File: src/hw/obj_pkg.sv
////////////////////////////////////////
// object engine shared definitions
// table layout, limits and state encodings
////////////////////////////////////////
package obj_pkg;

    // object attribute table, five bytes per entry
    //   byte 0 : code[7:0]
    //   byte 1 : code[9:8] in bits 1:0, palette in bits 7:4
    //   byte 2 : Y
    //   byte 3 : X[7:0]
    //   byte 4 : X[8] in bit 0, size in 2:1, hflip in 3, vflip in 4
    localparam int OBJ_COUNT   = 64;
    localparam int OBJ_BYTES   = 5;
    localparam int OBJ_END_Y   = 240;   // Y value that ends the list
    localparam int PXL_BUDGET  = 384;   // pixels per line
    localparam int ROM_LATENCY = 3;     // rom_cs rise to rom_ok
    localparam int ROM_AW      = 14;    // tile, row, half
    localparam int LINE_AW     = 9;     // line buffer columns

    typedef enum logic [1:0] {
        SIZE_8  = 2'd0,
        SIZE_16 = 2'd1,
        SIZE_32 = 2'd2
    } obj_size_e;

    typedef enum logic [3:0] {
        IDLE, READ_ATTR, READ_Y, READ_CODE_LO, READ_CODE_HI, READ_X,
        ROM_REQ, ROM_WAIT, DUMP, NEXT_HALF, NEXT_OBJ
    } obj_state_e;

    // size field of byte 4, code 3 draws as 32 pixels
    function automatic obj_size_e size_decode(input logic [1:0] bits);
        case (bits)
            2'd0:    return SIZE_8;
            2'd1:    return SIZE_16;
            default: return SIZE_32;
        endcase
    endfunction

endpackage

File: src/hw/obj_table_ram.sv
////////////////////////////////////////
// object attribute table
// CPU write port, registered renderer read port
////////////////////////////////////////
module obj_table_ram
    import obj_pkg::*;
(
    input  logic       clk,
    input  logic       tab_we,
    input  logic [8:0] tab_addr,
    input  logic [7:0] tab_din,
    input  logic [8:0] scan_addr,
    output logic [7:0] scan_data
);

    logic [7:0] mem [OBJ_COUNT*OBJ_BYTES];   // 320 bytes

    // CPU side may update the table while the renderer walks it
    always_ff @(posedge clk) begin
        if (tab_we) begin
            mem[tab_addr] <= tab_din;
        end
    end

    always_ff @(posedge clk) begin
        scan_data <= mem[scan_addr];   // one cycle read latency
    end

endmodule

File: config.mk
export PLATFORM = sky130hd
export DESIGN_NAME = obj_table_ram
export DESIGN_NICKNAME = d
export VERILOG_FILES = /design/src/hw/obj_pkg.sv /design/src/hw/obj_table_ram.sv
export SDC_FILE = /design/constraint.sdc
export NUM_CORES = 2
export LEC_CHECK = 0
export ABC_AREA = 1
export BUFFER_PORTS_ARGS = -buffer_cell sky130_fd_sc_hd__buf_2
export CORE_ASPECT_RATIO = 0.9
export CORE_MARGIN = 2
export CORE_UTILIZATION = 30
export CTS_BUF_LIST = sky130_fd_sc_hd__clkbuf_4 sky130_fd_sc_hd__clkbuf_8 sky130_fd_sc_hd__clkbuf_16
export DETAILED_ROUTE_END_ITERATION = 6
export GPL_TIMING_DRIVEN = 0
export PLACE_DENSITY = 0.46
export SYNTH_ARGS = -nofsm -noshare
export SYNTH_HDL_FRONTEND = slang
export SYNTH_SLANG_ARGS = --single-unit
export TNS_END_PERCENT = 30
File: constraint.sdc
create_clock -name clk -period 1.8 [get_ports clk]
set_clock_uncertainty 0.1 [all_clocks]
set_input_delay 0.27 -clock clk [delete_from_list [all_inputs] [get_ports clk]]
set_output_delay 0.27 -clock clk [all_outputs]
set_load 0.05 [all_outputs]
Word-level counts from Yosys, hierarchy flattened
Memory sizes are Yosys's and may differ from the RTL's. A register that Yosys moved wholly into a read port is not among the register bits. Index checks and enable logic that the tools add are counted.

Bits of input ports: 28. Memories: 1. Logic and storage cells: 3. Register bits: 0. RAM bits: 2560.

Memories: mem (depth 320, width 8, read ports 1, clocked after Yosys merged registers in 1, wr ports 1, line obj_table_ram.sv:16) `logic [7:0] mem [OBJ_COUNT*OBJ_BYTES];`.

Mux-type cells: 2.

Operators with widths (count): $mux 1 (2).

Depth between registers and ports, before layout
Depth in word-level cells: 2. Mapped depth: 14.

Worst setup path after synthesis
Ideal clock, no wire load.

Path kind: in2reg. Start point: input port tab_addr[7]. End point: memory mem[198][0] (enable). Slack: -0.090 ns. Path buffers: 1. Library setup time: 0.370 ns. Data arrival time: 1.420 ns. Stages on the path: 5. Cell sequence: inv_1 > nor3_1 > nand2_1 > clkbuf_1 > nor2_1.

RTL lines: from (decl) (line obj_table_ram.sv:10) `input logic [8:0] tab_addr,`; to (decl) (line obj_table_ram.sv:16).

Straight into the memory's write port.

==> impl_metrics.ini <==
[outcome]
outcome = complete, but fails checks
violations = DRC, capacitance limit, setup timing

[drt]
wl_per_cell_um = 34.1
route.detailed.drc = 2
drtPass1Iterations = 6
vias = 76471
detail_route.iter0.violations = 12105
viasPerCell = 5.59
ant_nets = 0
wirelength_um = 467000

[place]
port_buffers = 28
gp_congestion = 0.979
place_hpwl_um = 317000

[die]
coreArea_mm2 = 0.343
row_count = 204
initial_core_util_pct = 30.1
die_w_um = 623
die_y_um = 561
die_area_mm2 = 0.349
pin_count = 36

[min_path]
hold_class = in2reg
worstHoldStart = scan_addr[6]

[clock_tree]
insertion_delay_ps = 910
cts_tree = yes
cts_buffers = 284
cts.clk_slew.worst_paths_ps = 60
clkSinkCount = 2568
htreeDepth = 5
clockRootBuffer = clkbuf_16
clockBufferDepth = 4

[pwr]
p_clk_share_pct = 42.7
p_int_mw = 102
pwr-share-comb_pct = 8.5
seqPwrFrac_pct = 48.8
p_switching_mw = 33.4
p_sw_share_pct = 24.8
power_density_mw_per_mm2 = 1080
power_leakage_nw = 42.2
ir_drop_mv = 0.750

[setup_path]
end_kind = flip-flop
max_stage_delay_ps = 370
cp_common_cell = nand3_1
critPathBufInv = 4
cpMaxStageDelayCell = clkbuf_4
crit_fanout = 10
required_ps = 2440
cp-start-kind = input pin
path_class = in2reg
cp_cell_sequence = buf_2, buf_6, buf_8, clkbuf_4, nand3_1, nand3_1, nand3_1, nand3_1, nand3_1, nand3_2, nand3_4, nand3_4, nand2_2
crit_start = scan_addr[1]
reg2reg_from = mem[41][2]$_DFFE_PP_
cp_top_family = simple AND/OR/NAND/NOR gates
worstPathArrival_ps = 2900

[yosys]
synthTopCellsByArea = edfxtp_1 74%, nand3_1 10%, nand2_1 8.1%
ys_ff_latch = 2568
yosysSeqAreaShare_pct = 74.5
syn_inst = 8568
synth.cell_area_mm2 = 0.103
yosysTopAreaCell = edfxtp_1
syn-num-nets = 8596
yosysWarnings = 0
synth.distinct_cells = 18
postSynthAreaPerCell_um2 = 12.1
synth_top_area_share_pct = 74.3

[cells_and_area]
n_fill_cell = 33305
nets = 8975
multi_input_area_mm2 = 0.0268
syn2layout_area_growth_pct = 20.8
layout-drive-gt1-share_pct = 17.4
regArea_mm2 = 0.0770

[timing]
drv_slew = 0
setup_slack_ps = -454
tightest_slew_ps = 1490
setup_viol = 1423
finalCriticalPeriod_ps = 2250
min_period_over_period_pct = 125
hold_ws_ps = 117
hold_violations = 0
slew_headroom_pct = 0.881
fin_tns_setup_ps = -153480
rsz0062_at_grt = yes
fmax_mhz = 444

[global_routing]
grtUsageMet3_pct = 5.92
busiest_layer = met2
grt_pass1_vias = 69642
grt_util_met1_pct = 37.4
grt_usage_pct = 25.7
antenna_found_initial = 30
grt.overflow.total = 0
gr-usage-met2_pct = 37.7
grt_max_degree = 125
grt_first_pass_wirelength_um = 617000

[run]
drv_cap = 1
[metal layers]
layer	vias to the layer above	part of all wire, %
met3	796	12
met4	2	4.1
met5	-	0.0036
li1	31574	-
met1	39124	42
met2	4975	42
[kinds of logic (layout without fill, tap and decap cells)]
group	count (synthesis)	in the layout	synth area share, %
buffers and inverters	641	1217	2.81
flip-flops	2568	2568	74.5
other	0	11	0
AND/OR/NAND/NOR	4973	4973	20.7
AO/OA/AOI/OAI	386	386	2.02
[layout make-up]
class	instances	share of cell area, %
Sequential cell	2568	61.7
Timing Repair Buffer	93	1.31
Buffer	611	3.76
Inverter	30	0.124
Antenna cell	11	0.0220
Multi-Input combinational cell	5359	21.4
Clock inverter	117	0.847
Tap cell	4532	4.54
Clock buffer	366	6.28
[worst register-to-register path: stages (launching register included)]
cell and delay (ps):
edfxtp_1 360, nand2_1 70, nand3_1 90, nand3_1 180
nand3_1 160, nand3_1 180, nand3_1 210, nand3_2 190
nand3_4 170, nand3_4 220, nand2_2 130
[placed cells by master (no fill, tap or decap), drive strengths merged]
| master | netlist | layout |
|---|---|---|
| o22ai | 127 | 127 |
| clkdlybuf4s18 | 0 | 1 |
| clkinvlp | 0 | 4 |
| a21oi | 2 | 2 |
| inv | 27 | 33 |
| clkinv | 3 | 92 |
| nor3 | 7 | 7 |
| bufinv | 0 | 18 |
| edfxtp | 2560 | 2560 |
| dlygate4sd3 | 0 | 10 |
| dfxtp | 8 | 8 |
| nor2 | 579 | 579 |
| clkbuf | 255 | 611 |
| o21ai | 257 | 257 |
| nand2 | 2228 | 2228 |
| clkdlybuf4s15 | 0 | 7 |
| nand3 | 2159 | 2159 |
| buf | 356 | 441 |
| diode | 0 | 11 |
[sequential cells by signal, summed over array words and instances, names as in the netlist]
name,flops
mem,2560
scan_data,8
[through the flow]
step                setup WS (ps)  power [mW]  utilization (%)  instance area (um^2)  std cells
global route                 -307         137             36.4                125000      13680
global placement            -5400        77.2             31.8                109000      13128
detailed placement          -3100        77.1             32.2                110000      13172
CTS                          -297         134             35.9                123000      13670
finish                       -454         135             36.4                125000      13687
floorplan                   -89.9        71.1                -                103000       8568
[repair_timing]
action | 4_1_cts | 5_1_grt
hold buffers | 13 | 3
setup endpoints to repair | 2524 | 2464
hold endpoints to repair | 624 | 46
buffers inserted | 2 | 3
pin swaps | 22 | 50
gates resized for setup | 1236 | 449
[worst paths after layout]
check                                            end  slack [ps]  cells past startpoint
worst max-delay path            scan_data[2]$_DFF_P_        -450                     13
worst min-delay path            scan_data[7]$_DFF_P_         120                      5
worst max register to register  scan_data[2]$_DFF_P_        -370                     10
worst min register to register  scan_data[6]$_DFF_P_         920                      8
[synth_stat cells, drive strengths merged]
| master | number |
|---|---|
| a21oi | 2 |
| buf | 356 |
| clkbuf | 255 |
| clkinv | 3 |
| dfxtp | 8 |
| edfxtp | 2560 |
| inv | 27 |
| nand2 | 2228 |
| nand3 | 2159 |
| nor2 | 579 |
| nor3 | 7 |
| o21ai | 257 |
| o22ai | 127 |
[power groups by stage]
stage	logic (mW)	registers (mW)	clock network (mW)
global placement	9.67	67.5	0
global route	11.6	65.9	60.0
CTS	10.8	65.9	57.8
finish	11.4	65.9	57.7
floorplan	3.91	67.2	0
detailed placement	9.95	67.1	0
No activity file was read; power rests on OpenSTA's default activity.
