<file path="src/hw/obj_pkg.sv">
////////////////////////////////////////
// object engine shared definitions
// table layout, limits and state encodings
////////////////////////////////////////
package obj_pkg;

    // object attribute table, five bytes per entry
    //   byte 0 : code[7:0]
    //   byte 1 : code[9:8] in bits 1:0, palette in bits 7:4
    //   byte 2 : Y
    //   byte 3 : X[7:0]
    //   byte 4 : X[8] in bit 0, size in 2:1, hflip in 3, vflip in 4
    localparam int OBJ_COUNT   = 64;
    localparam int OBJ_BYTES   = 5;
    localparam int OBJ_END_Y   = 240;   // Y value that ends the list
    localparam int PXL_BUDGET  = 384;   // pixels per line
    localparam int ROM_LATENCY = 3;     // rom_cs rise to rom_ok
    localparam int ROM_AW      = 14;    // tile, row, half
    localparam int LINE_AW     = 9;     // line buffer columns

    typedef enum logic [1:0] {
        SIZE_8  = 2'd0,
        SIZE_16 = 2'd1,
        SIZE_32 = 2'd2
    } obj_size_e;

    typedef enum logic [3:0] {
        IDLE, READ_ATTR, READ_Y, READ_CODE_LO, READ_CODE_HI, READ_X,
        ROM_REQ, ROM_WAIT, DUMP, NEXT_HALF, NEXT_OBJ
    } obj_state_e;

    // size field of byte 4, code 3 draws as 32 pixels
    function automatic obj_size_e size_decode(input logic [1:0] bits);
        case (bits)
            2'd0:    return SIZE_8;
            2'd1:    return SIZE_16;
            default: return SIZE_32;
        endcase
    endfunction

endpackage

</file>
<file path="src/hw/obj_line_render.sv">
////////////////////////////////////////
// object line renderer
// walks the table, fetches rows, writes pixels
////////////////////////////////////////
module obj_line_render
    import obj_pkg::*;
(
    input  logic               clk,
    input  logic               rst,
    input  logic               line_start,
    input  logic [7:0]         vrender,
    input  logic [7:0]         scan_data,
    input  logic               rom_ok,
    input  logic [15:0]        rom_data,
    output logic               done,
    output logic [8:0]         scan_addr,
    output logic               rom_cs,
    output logic [ROM_AW-1:0]  rom_addr,
    output logic               line_we,
    output logic [LINE_AW-1:0] line_addr,
    output logic [7:0]         line_din,
    output logic               line_sel
);

    obj_state_e  st;
    obj_size_e   size;
    logic [8:0]  scan_base;   // byte 0 of the current entry
    logic [7:0]  vline;
    logic [8:0]  pxl_cnt;     // budget count
    logic [9:0]  code;
    logic [3:0]  pal;
    logic [8:0]  xpos;
    logic        hflip;
    logic        vflip;
    logic [4:0]  vsub;        // row inside object, already flipped
    logic [2:0]  word;        // word index in screen order
    logic [1:0]  nib;
    logic [15:0] pix;

    logic [7:0]  size_px;
    logic [4:0]  size_mask;
    logic [2:0]  last_word;
    logic [1:0]  tshift;      // log2 of tiles per side
    logic [7:0]  vdiff;
    logic [2:0]  word_f;
    logic [9:0]  tile;

    always_comb begin
        case (size)
            SIZE_8: begin
                size_px   = 8'd8;
                size_mask = 5'd7;
                last_word = 3'd1;
                tshift    = 2'd0;
            end
            SIZE_16: begin
                size_px   = 8'd16;
                size_mask = 5'd15;
                last_word = 3'd3;
                tshift    = 2'd1;
            end
            default: begin
                size_px   = 8'd32;
                size_mask = 5'd31;
                last_word = 3'd7;
                tshift    = 2'd2;
            end
        endcase
    end

    assign vdiff  = vline - scan_data;   // wraps past 255
    assign word_f = hflip ? (word ^ last_word) : word;

    // tile = code + row * tiles per side + column
    assign tile     = code + (10'(vsub[4:3]) << tshift) + 10'(word_f[2:1]);
    assign rom_addr = {tile, vsub[2:0], word_f[0]};

    // scan_data answers the address set two states earlier
    always_ff @(posedge clk) begin
        if (rst) begin
            st        <= IDLE;
            done      <= 1'b1;
            rom_cs    <= 1'b0;
            line_we   <= 1'b0;
            line_sel  <= 1'b0;
            scan_base <= '0;
            scan_addr <= '0;
            pxl_cnt   <= '0;
            word      <= '0;
            nib       <= '0;
        end else begin
            line_we <= 1'b0;
            if (line_start) begin   // also abandons an unfinished line
                done      <= 1'b0;
                rom_cs    <= 1'b0;
                line_sel  <= ~line_sel;
                vline     <= vrender;
                pxl_cnt   <= '0;
                scan_base <= '0;
                scan_addr <= 9'd4;   // attribute byte first
                st        <= READ_ATTR;
            end else begin
                case (st)
                    READ_ATTR: begin
                        scan_addr <= scan_base + 9'd2;
                        st        <= READ_Y;
                    end
                    READ_Y: begin   // attribute byte arrives
                        xpos[8]   <= scan_data[0];
                        size      <= size_decode(scan_data[2:1]);
                        hflip     <= scan_data[3];
                        vflip     <= scan_data[4];
                        scan_addr <= scan_base;
                        st        <= READ_CODE_LO;
                    end
                    READ_CODE_LO: begin   // Y arrives
                        if (scan_data == 8'(OBJ_END_Y)) begin
                            done <= 1'b1;
                            st   <= IDLE;
                        end else if (vdiff >= size_px) begin
                            st <= NEXT_OBJ;   // not on this line
                        end else begin
                            vsub      <= vdiff[4:0] ^ (vflip ? size_mask : 5'd0);
                            scan_addr <= scan_base + 9'd1;
                            st        <= READ_CODE_HI;
                        end
                    end
                    READ_CODE_HI: begin
                        code[7:0] <= scan_data;
                        scan_addr <= scan_base + 9'd3;
                        st        <= READ_X;
                    end
                    READ_X: begin
                        code[9:8] <= scan_data[1:0];
                        pal       <= scan_data[7:4];
                        st        <= ROM_REQ;
                    end
                    ROM_REQ: begin
                        xpos[7:0] <= scan_data;
                        word      <= '0;
                        rom_cs    <= 1'b1;
                        st        <= ROM_WAIT;
                    end
                    ROM_WAIT: begin
                        if (rom_ok) begin   // waits as long as it takes
                            pix    <= rom_data;
                            rom_cs <= 1'b0;
                            nib    <= '0;
                            st     <= DUMP;
                        end
                    end
                    DUMP: begin   // four pixels, one per cycle
                        line_we   <= 1'b1;
                        line_addr <= xpos;
                        line_din  <= {pal, hflip ? pix[3:0] : pix[15:12]};
                        pix       <= hflip ? (pix >> 4) : (pix << 4);
                        xpos      <= xpos + 9'd1;
                        pxl_cnt   <= pxl_cnt + 9'd1;
                        nib       <= nib + 2'd1;
                        if (nib == 2'd3) begin
                            st <= NEXT_HALF;
                        end
                    end
                    NEXT_HALF: begin
                        if (word == last_word) begin
                            st <= NEXT_OBJ;
                        end else begin
                            word   <= word + 3'd1;
                            rom_cs <= 1'b1;
                            st     <= ROM_WAIT;
                        end
                    end
                    NEXT_OBJ: begin
                        if (scan_base == 9'((OBJ_COUNT-1)*OBJ_BYTES) ||
                            pxl_cnt >= 9'(PXL_BUDGET)) begin
                            done <= 1'b1;
                            st   <= IDLE;
                        end else begin
                            scan_base <= scan_base + 9'(OBJ_BYTES);
                            scan_addr <= scan_base + 9'(OBJ_BYTES + 4);
                            st        <= READ_ATTR;
                        end
                    end
                    default: ;   // idle until the next line
                endcase
            end
        end
    end

endmodule

</file>
<file path="config.mk">
export PLATFORM = sky130hd
export DESIGN_NAME = obj_line_render
export DESIGN_NICKNAME = d
export VERILOG_FILES = /design/src/hw/obj_pkg.sv /design/src/hw/obj_line_render.sv
export SDC_FILE = /design/constraint.sdc
export NUM_CORES = 1
export LEC_CHECK = 0
export ABC_AREA = 0
export BUFFER_PORTS_ARGS = -buffer_cell sky130_fd_sc_hd__buf_2
export CORE_MARGIN = 2
export CORE_UTILIZATION = 35
export DETAILED_ROUTE_END_ITERATION = 7
export HOLD_SLACK_MARGIN = 0.06
export PLACE_DENSITY = 0.64
export SYNTH_ARGS = -nofsm -noshare
export SYNTH_HDL_FRONTEND = slang
export SYNTH_SLANG_ARGS = --single-unit
</file>
<file path="constraint.sdc">
create_clock -name clk -period 5.45 [get_ports clk]
set_clock_uncertainty 0.1 [all_clocks]
set_input_delay 0.2725 -clock clk [delete_from_list [all_inputs] [get_ports clk]]
set_output_delay 0.2725 -clock clk [all_outputs]
set_load 0.01 [all_outputs]
</file>
Word-level counts from Yosys, hierarchy flattened --
Index checks and enable logic that the tools add are counted.
Storage, ports and cells: flip-flop bits (word level) 113, input bits 36, output and inout bits 44
Operators by class: $add $sub $neg 12, $lt $le $gt $ge 2, equal/unequal tests 29, shifts and indexed selects 1, muxes and demuxes 38, bitwise operators 8, reductions and logical operators 32
Operators with widths (number):
- $pmux W9 S5 | 1
- $pmux W4 S10 | 1
- $reduce_and A3 Y1 | 12
- $mux W16 | 2
- $pmux W16 S2 | 1
- $add A9 B1 Y9 const B | 3
- $mux W9 | 3
- $mux W4 | 6
- $ne A3 B3 Y1 const B | 7
- $add A9 B2 Y9 const B | 2
- $eq A4 B3 Y1 const B | 4
- $pmux W8 S2 | 1
- $eq A4 B4 Y1 const B | 3
- $ne A2 B2 Y1 const B | 6
- $pmux W2 S2 | 3
- $pmux W3 S2 | 2
- $pmux W6 S2 | 1
- $reduce_and A4 Y1 | 3
- $reduce_bool A11 Y1 | 1
- $add A10 B10 Y10 | 1
- $add A10 B2 Y10 | 1
- $pmux W5 S2 | 1
- $reduce_bool A10 Y1 | 1
- $shl A2 B2 Y10 | 1
- other kinds (32) | 55

Depth between registers and ports, before layout --
word-level depth 7, gate-level depth with buffers 15, gate-level depth less buffers 14

Worst setup path before layout --
OpenSTA, ideal clock, no wires.
path type register to register, from register vline[0], to register vsub[0] (enable), data arrival time 2945 ps, data required time 5011 ps, slack 2066 ps, cell stages (with the launch flop) 14, path buffers 0, cell sequence edfxtp_1 > inv_1 > ha_1 > inv_1 > fa_1 > a21o_2 > a21oi_1 > xnor2_1 > ha_1 > and4b_2 > a221o_1 > a211oi_2 > nand3b_1 > nor2_1
On the way: longest elaborated chain between the ends 4
RTL lines:
- from (decl) | line obj_line_render.sv:28 | logic [7:0] vline;
- from (signal assigned) | line obj_line_render.sv:97 | vline <= vrender;
- $sub A8 B8 Y8 | line obj_line_render.sv:71 | assign vdiff = vline - scan_data;
- $ge A8 B8 Y1 | line obj_line_render.sv:120 | end else if (vdiff >= size_px) begin
- $not A1 Y1 (no line)
- $reduce_and A5 Y1 (no line)
- to (signal assigned) | line obj_line_render.sv:123 | vsub <= vdiff[4:0] ^ (vflip ? size_mask : 5'd0);
- to (decl) | line obj_line_render.sv:35 | logic [4:0] vsub;
Every way passes these cells. A chain may end at the register's enable or synchronous reset.

Worst setup path after layout --
from register hflip, to output port rom_addr[13]
On the way: longest elaborated chain between the ends 2
RTL lines:
- from (decl) | line obj_line_render.sv:33 | logic hflip;
- from (signal assigned) | line obj_line_render.sv:111 | hflip <= scan_data[3];
- $mux W3 | line obj_line_render.sv:72 | assign word_f = hflip ? (word ^ last_word) : word;
- $add A10 B2 Y10 | line obj_line_render.sv:75 | assign tile = code + (10'(vsub[4:3]) << tshift) + 10'(word_f[2:1]);
- to (decl) | line obj_line_render.sv:18 | output logic [ROM_AW-1:0] rom_addr,
Every way passes these cells.

==> metrics.md <==
| Metric | Value |
|---|---|
| DR WL/cell | `14.9 um` |
| Max Slew Vio Count | `0` |
| Synth-to-layout area growth | `23.6%` |
| Min Tclk post-route | `4090 ps` |
| Final Cell Area | `about 7500 um^2` |
| Total grt overflow | `0` |
| Slew headroom | `0.229` |
| Syn Nets | `675` |
| Hold slack | `94.8 ps` |
| Vias per std cell | `5.05` |
| Clock Sinks | `113` |
| Post-DRT Antenna Nets | `0` |
| Post-CTS setup buffers | `0` |
| Layout cells sized above 1 | `0.182` |
| Die ar. | `around 19000 um^2` |
| Clk root buf | `clkbuf_16` |
| Hold_buf cts | `31` |
| Worst setup margin | `around 1400 ps` |
| First-pass GRT wire length | `22800 um` |
| GPL Wtd Cong | `~0.8` |
| Largest area contributor in the netlist | `edfxtp_1` |
| Synth cell types | `65` |
| Synth area leaders | `edfxtp_1, dfxtp_1, ha_1, nand2_1, xor2_1` |
| Clock latency on the worst-skew pair | `410 ps` |
| Setup TNS | `0 ps` |
| Hold crit path type | `in2reg` |
| Status | `complete, no violations` |
| Share of the synthesized area in the top cell type | `0.359` |
| Final setup vio count | `0` |
| Asr flop ratio synth | `0` |
| CP Data Arrival Time | `3720 ps` |
| Worst Setup Start Kind | `register` |
| Initial Utilization | `0.355` |
| Die height | `~140 um` |
| Clk slew on worst S/H paths | `approximately 50 ps` |
| Final period util | `0.751` |
| Post-route DRC | `0` |
| Pre-antenna DRT Iters | `6` |
| H-tree depth | `4` |
| Vias in the first global route | `4662` |
| Via count | `~4.8k` |
| Final net count | `775` |
| Max Root-Sink Buffers | `2` |
| Post_cts resized | `0` |
| Area post-placement | `6670 um^2` |
| Ys flop type | `edfxtp_1` |
| Fin. Hold Viols | `0` |
| Initial antenna violation count | `1` |
| Worst Tran Pin Value | `approximately 1100 ps` |
| Static Leak | `0.00302 uW` |
| IO buf count | `79` |
| Place WS | `around 1800 ps` |
| Width of the die | `136 um` |
| CTS tree | `done` |
| Gate Count Post-Synth | `between 600 and 700` |
| Count of flip-flops with a built-in enable after synthesis | `73` |
| Post-synthesis sequential area ratio | `0.490` |
| Mean area per synthesized cell | `10.1 um^2` |
| Diodes inserted | `0` |
| WL final | `14100 um` |
| Initial DRC Count | `396` |
| RSZ-0062 raised after global routing | `false` |
| Detailed Place HPWL | `9860 um` |
| Overall Power | `~2200 uW` |
| CP Capture Type | `output port` |
| Cell Area, Synth | `6100 um^2` |
| Critical path class | `reg2out` |
| Pwr dens | `286 nW/um^2` |
| VDD IR max | `around 210 uV` |
| #FFs+latches synth | `113` |
| Peak Freq | `244 MHz` |
| Max-cap violations | `0` |
| Core area | `approximately 17000 um^2` |
| Worst Path Required | `just over 5000 ps` |
| Crit-path max FO | `23` |
| Synth warn | `0` |
| Site row count | `48` |
| Total GRT Usage | `0.158` |
| Num CTS Buffers | `17` |
| Largest net degree at the start of global routing | `35` |
| I/O pins | `80` |
-- final timing paths --
path                                    startpoint               endpoint  slack (ps)  cells past startpoint
worst max-delay path               hflip$_DFFE_PP_           rom_addr[13]        1360                     14
worst min register to register    pal[2]$_DFFE_PP_  line_din[6]$_DFFE_PP_         320                      0
worst min-delay path                           rst  line_sel$_SDFFE_PP0P_          90                      2
worst max register to register  vline[0]$_DFFE_PP_      vsub[3]$_DFFE_PP_        1870                     13
-- through the flow --
stage	std cells	utilization
CTS	944	0.439
finish	944	0.439
global placement	881	0.388
global route	944	0.439
floorplan	606	-
detailed placement	881	0.388
-- per-layer routing --
layer,global-route usage,vias up,wire [um],part of all wire
li1,-,2356,-,-
met3,0.0421,22,814,0.058
met1,0.194,2235,6200,0.44
met2,0.265,155,6820,0.48
met4,0.0613,2,229,0.016
met5,0,-,7,0.00050
-- Yosys cell counts, types with 9 or more instances --
master	instances
dfxtp_1	40
mux2i_1	17
edfxtp_1	73
nor2_1	50
nand3_1	15
xnor2_1	23
xor2_1	24
nand2_1	77
o21ai_0	41
a21oi_1	39
clkbuf_1	21
nor3_1	9
inv_1	27
ha_1	28
-- layout by cell type, fill, tap and decap left out, drive strengths merged, types with 4 or more instances in the layout --
cell / n
a21o: 9
a21oi: 39
a31oi: 5
and3: 8
buf: 85
clkbuf: 19
clkinv: 11
dfxtp: 40
dlygate4sd3: 31
edfxtp: 73
fa: 5
ha: 28
inv: 27
mux2: 6
mux2i: 17
nand2: 77
nand2b: 4
nand3: 15
nand3b: 5
nand4: 7
nor2: 50
nor3: 10
o21ai: 41
o22ai: 4
or3: 7
xnor2: 23
xor2: 24
-- logic make-up (layout without fill, tap and decap cells) --
| family | count (synthesis) | count (layout) | share of synthesized area |
|---|---|---|---|
| AND/OR/NAND/NOR | 201 | 201 | 0.157 |
| AO/OA/AOI/OAI | 125 | 125 | 0.127 |
| flip-flops | 113 | 113 | 0.490 |
| buffers and inverters | 63 | 176 | 0.0433 |
| XOR/XNOR | 47 | 47 | 0.0675 |
| adder cells (fa/ha/maj) | 33 | 33 | 0.0738 |
| multiplexers | 23 | 23 | 0.0396 |
| other | 1 | 1 | 0.000615 |
-- worst max-delay path, cell delays in order, from the launching register on --
cell	delay, ps
edfxtp_1	950
nand2_1	150
xor2_1	220
fa_1	440
inv_1	70
ha_1	170
inv_1	60
fa_1	390
nor2b_1	130
o21a_1	130
o21ai_0	80
nand2b_1	100
nand4_1	120
xnor2_1	150
buf_2	150
-- state kept, by name (all words and copies together) (netlist names), 2 cells and up --
| register | cells |
|---|---|
| pal | 4 |
| scan_addr | 9 |
| st | 4 |
| scan_base | 9 |
| word | 3 |
| nib | 2 |
| code | 10 |
| pxl_cnt | 9 |
| vline | 8 |
| xpos | 9 |
| line_addr | 9 |
| line_din | 8 |
| vsub | 5 |
| pix | 16 |
| size | 2 |
-- power by group --
part / switching, uW / internal (uW) / total, uW
combinational: 86.8 / 80.0 / 167
clock: 384 / 674 / 1060
sequential: 9.32 / 920 / 929
total: 480 / 1670 / 2150
-- final cells by class --
| class | count | area (um^2) |
|---|---|---|
| Fill cell | 1633 | 9630 |
| Sequential cell | 113 | 2990 |
| Multi-Input combinational cell | 430 | 2850 |
| Timing Repair Buffer | 116 | 751 |
| Clock buffer | 19 | 443 |
| Tap cell | 225 | 282 |
| Clock inverter | 13 | 119 |
| Inverter | 28 | 105 |
(Power assumes the default switching activity.)
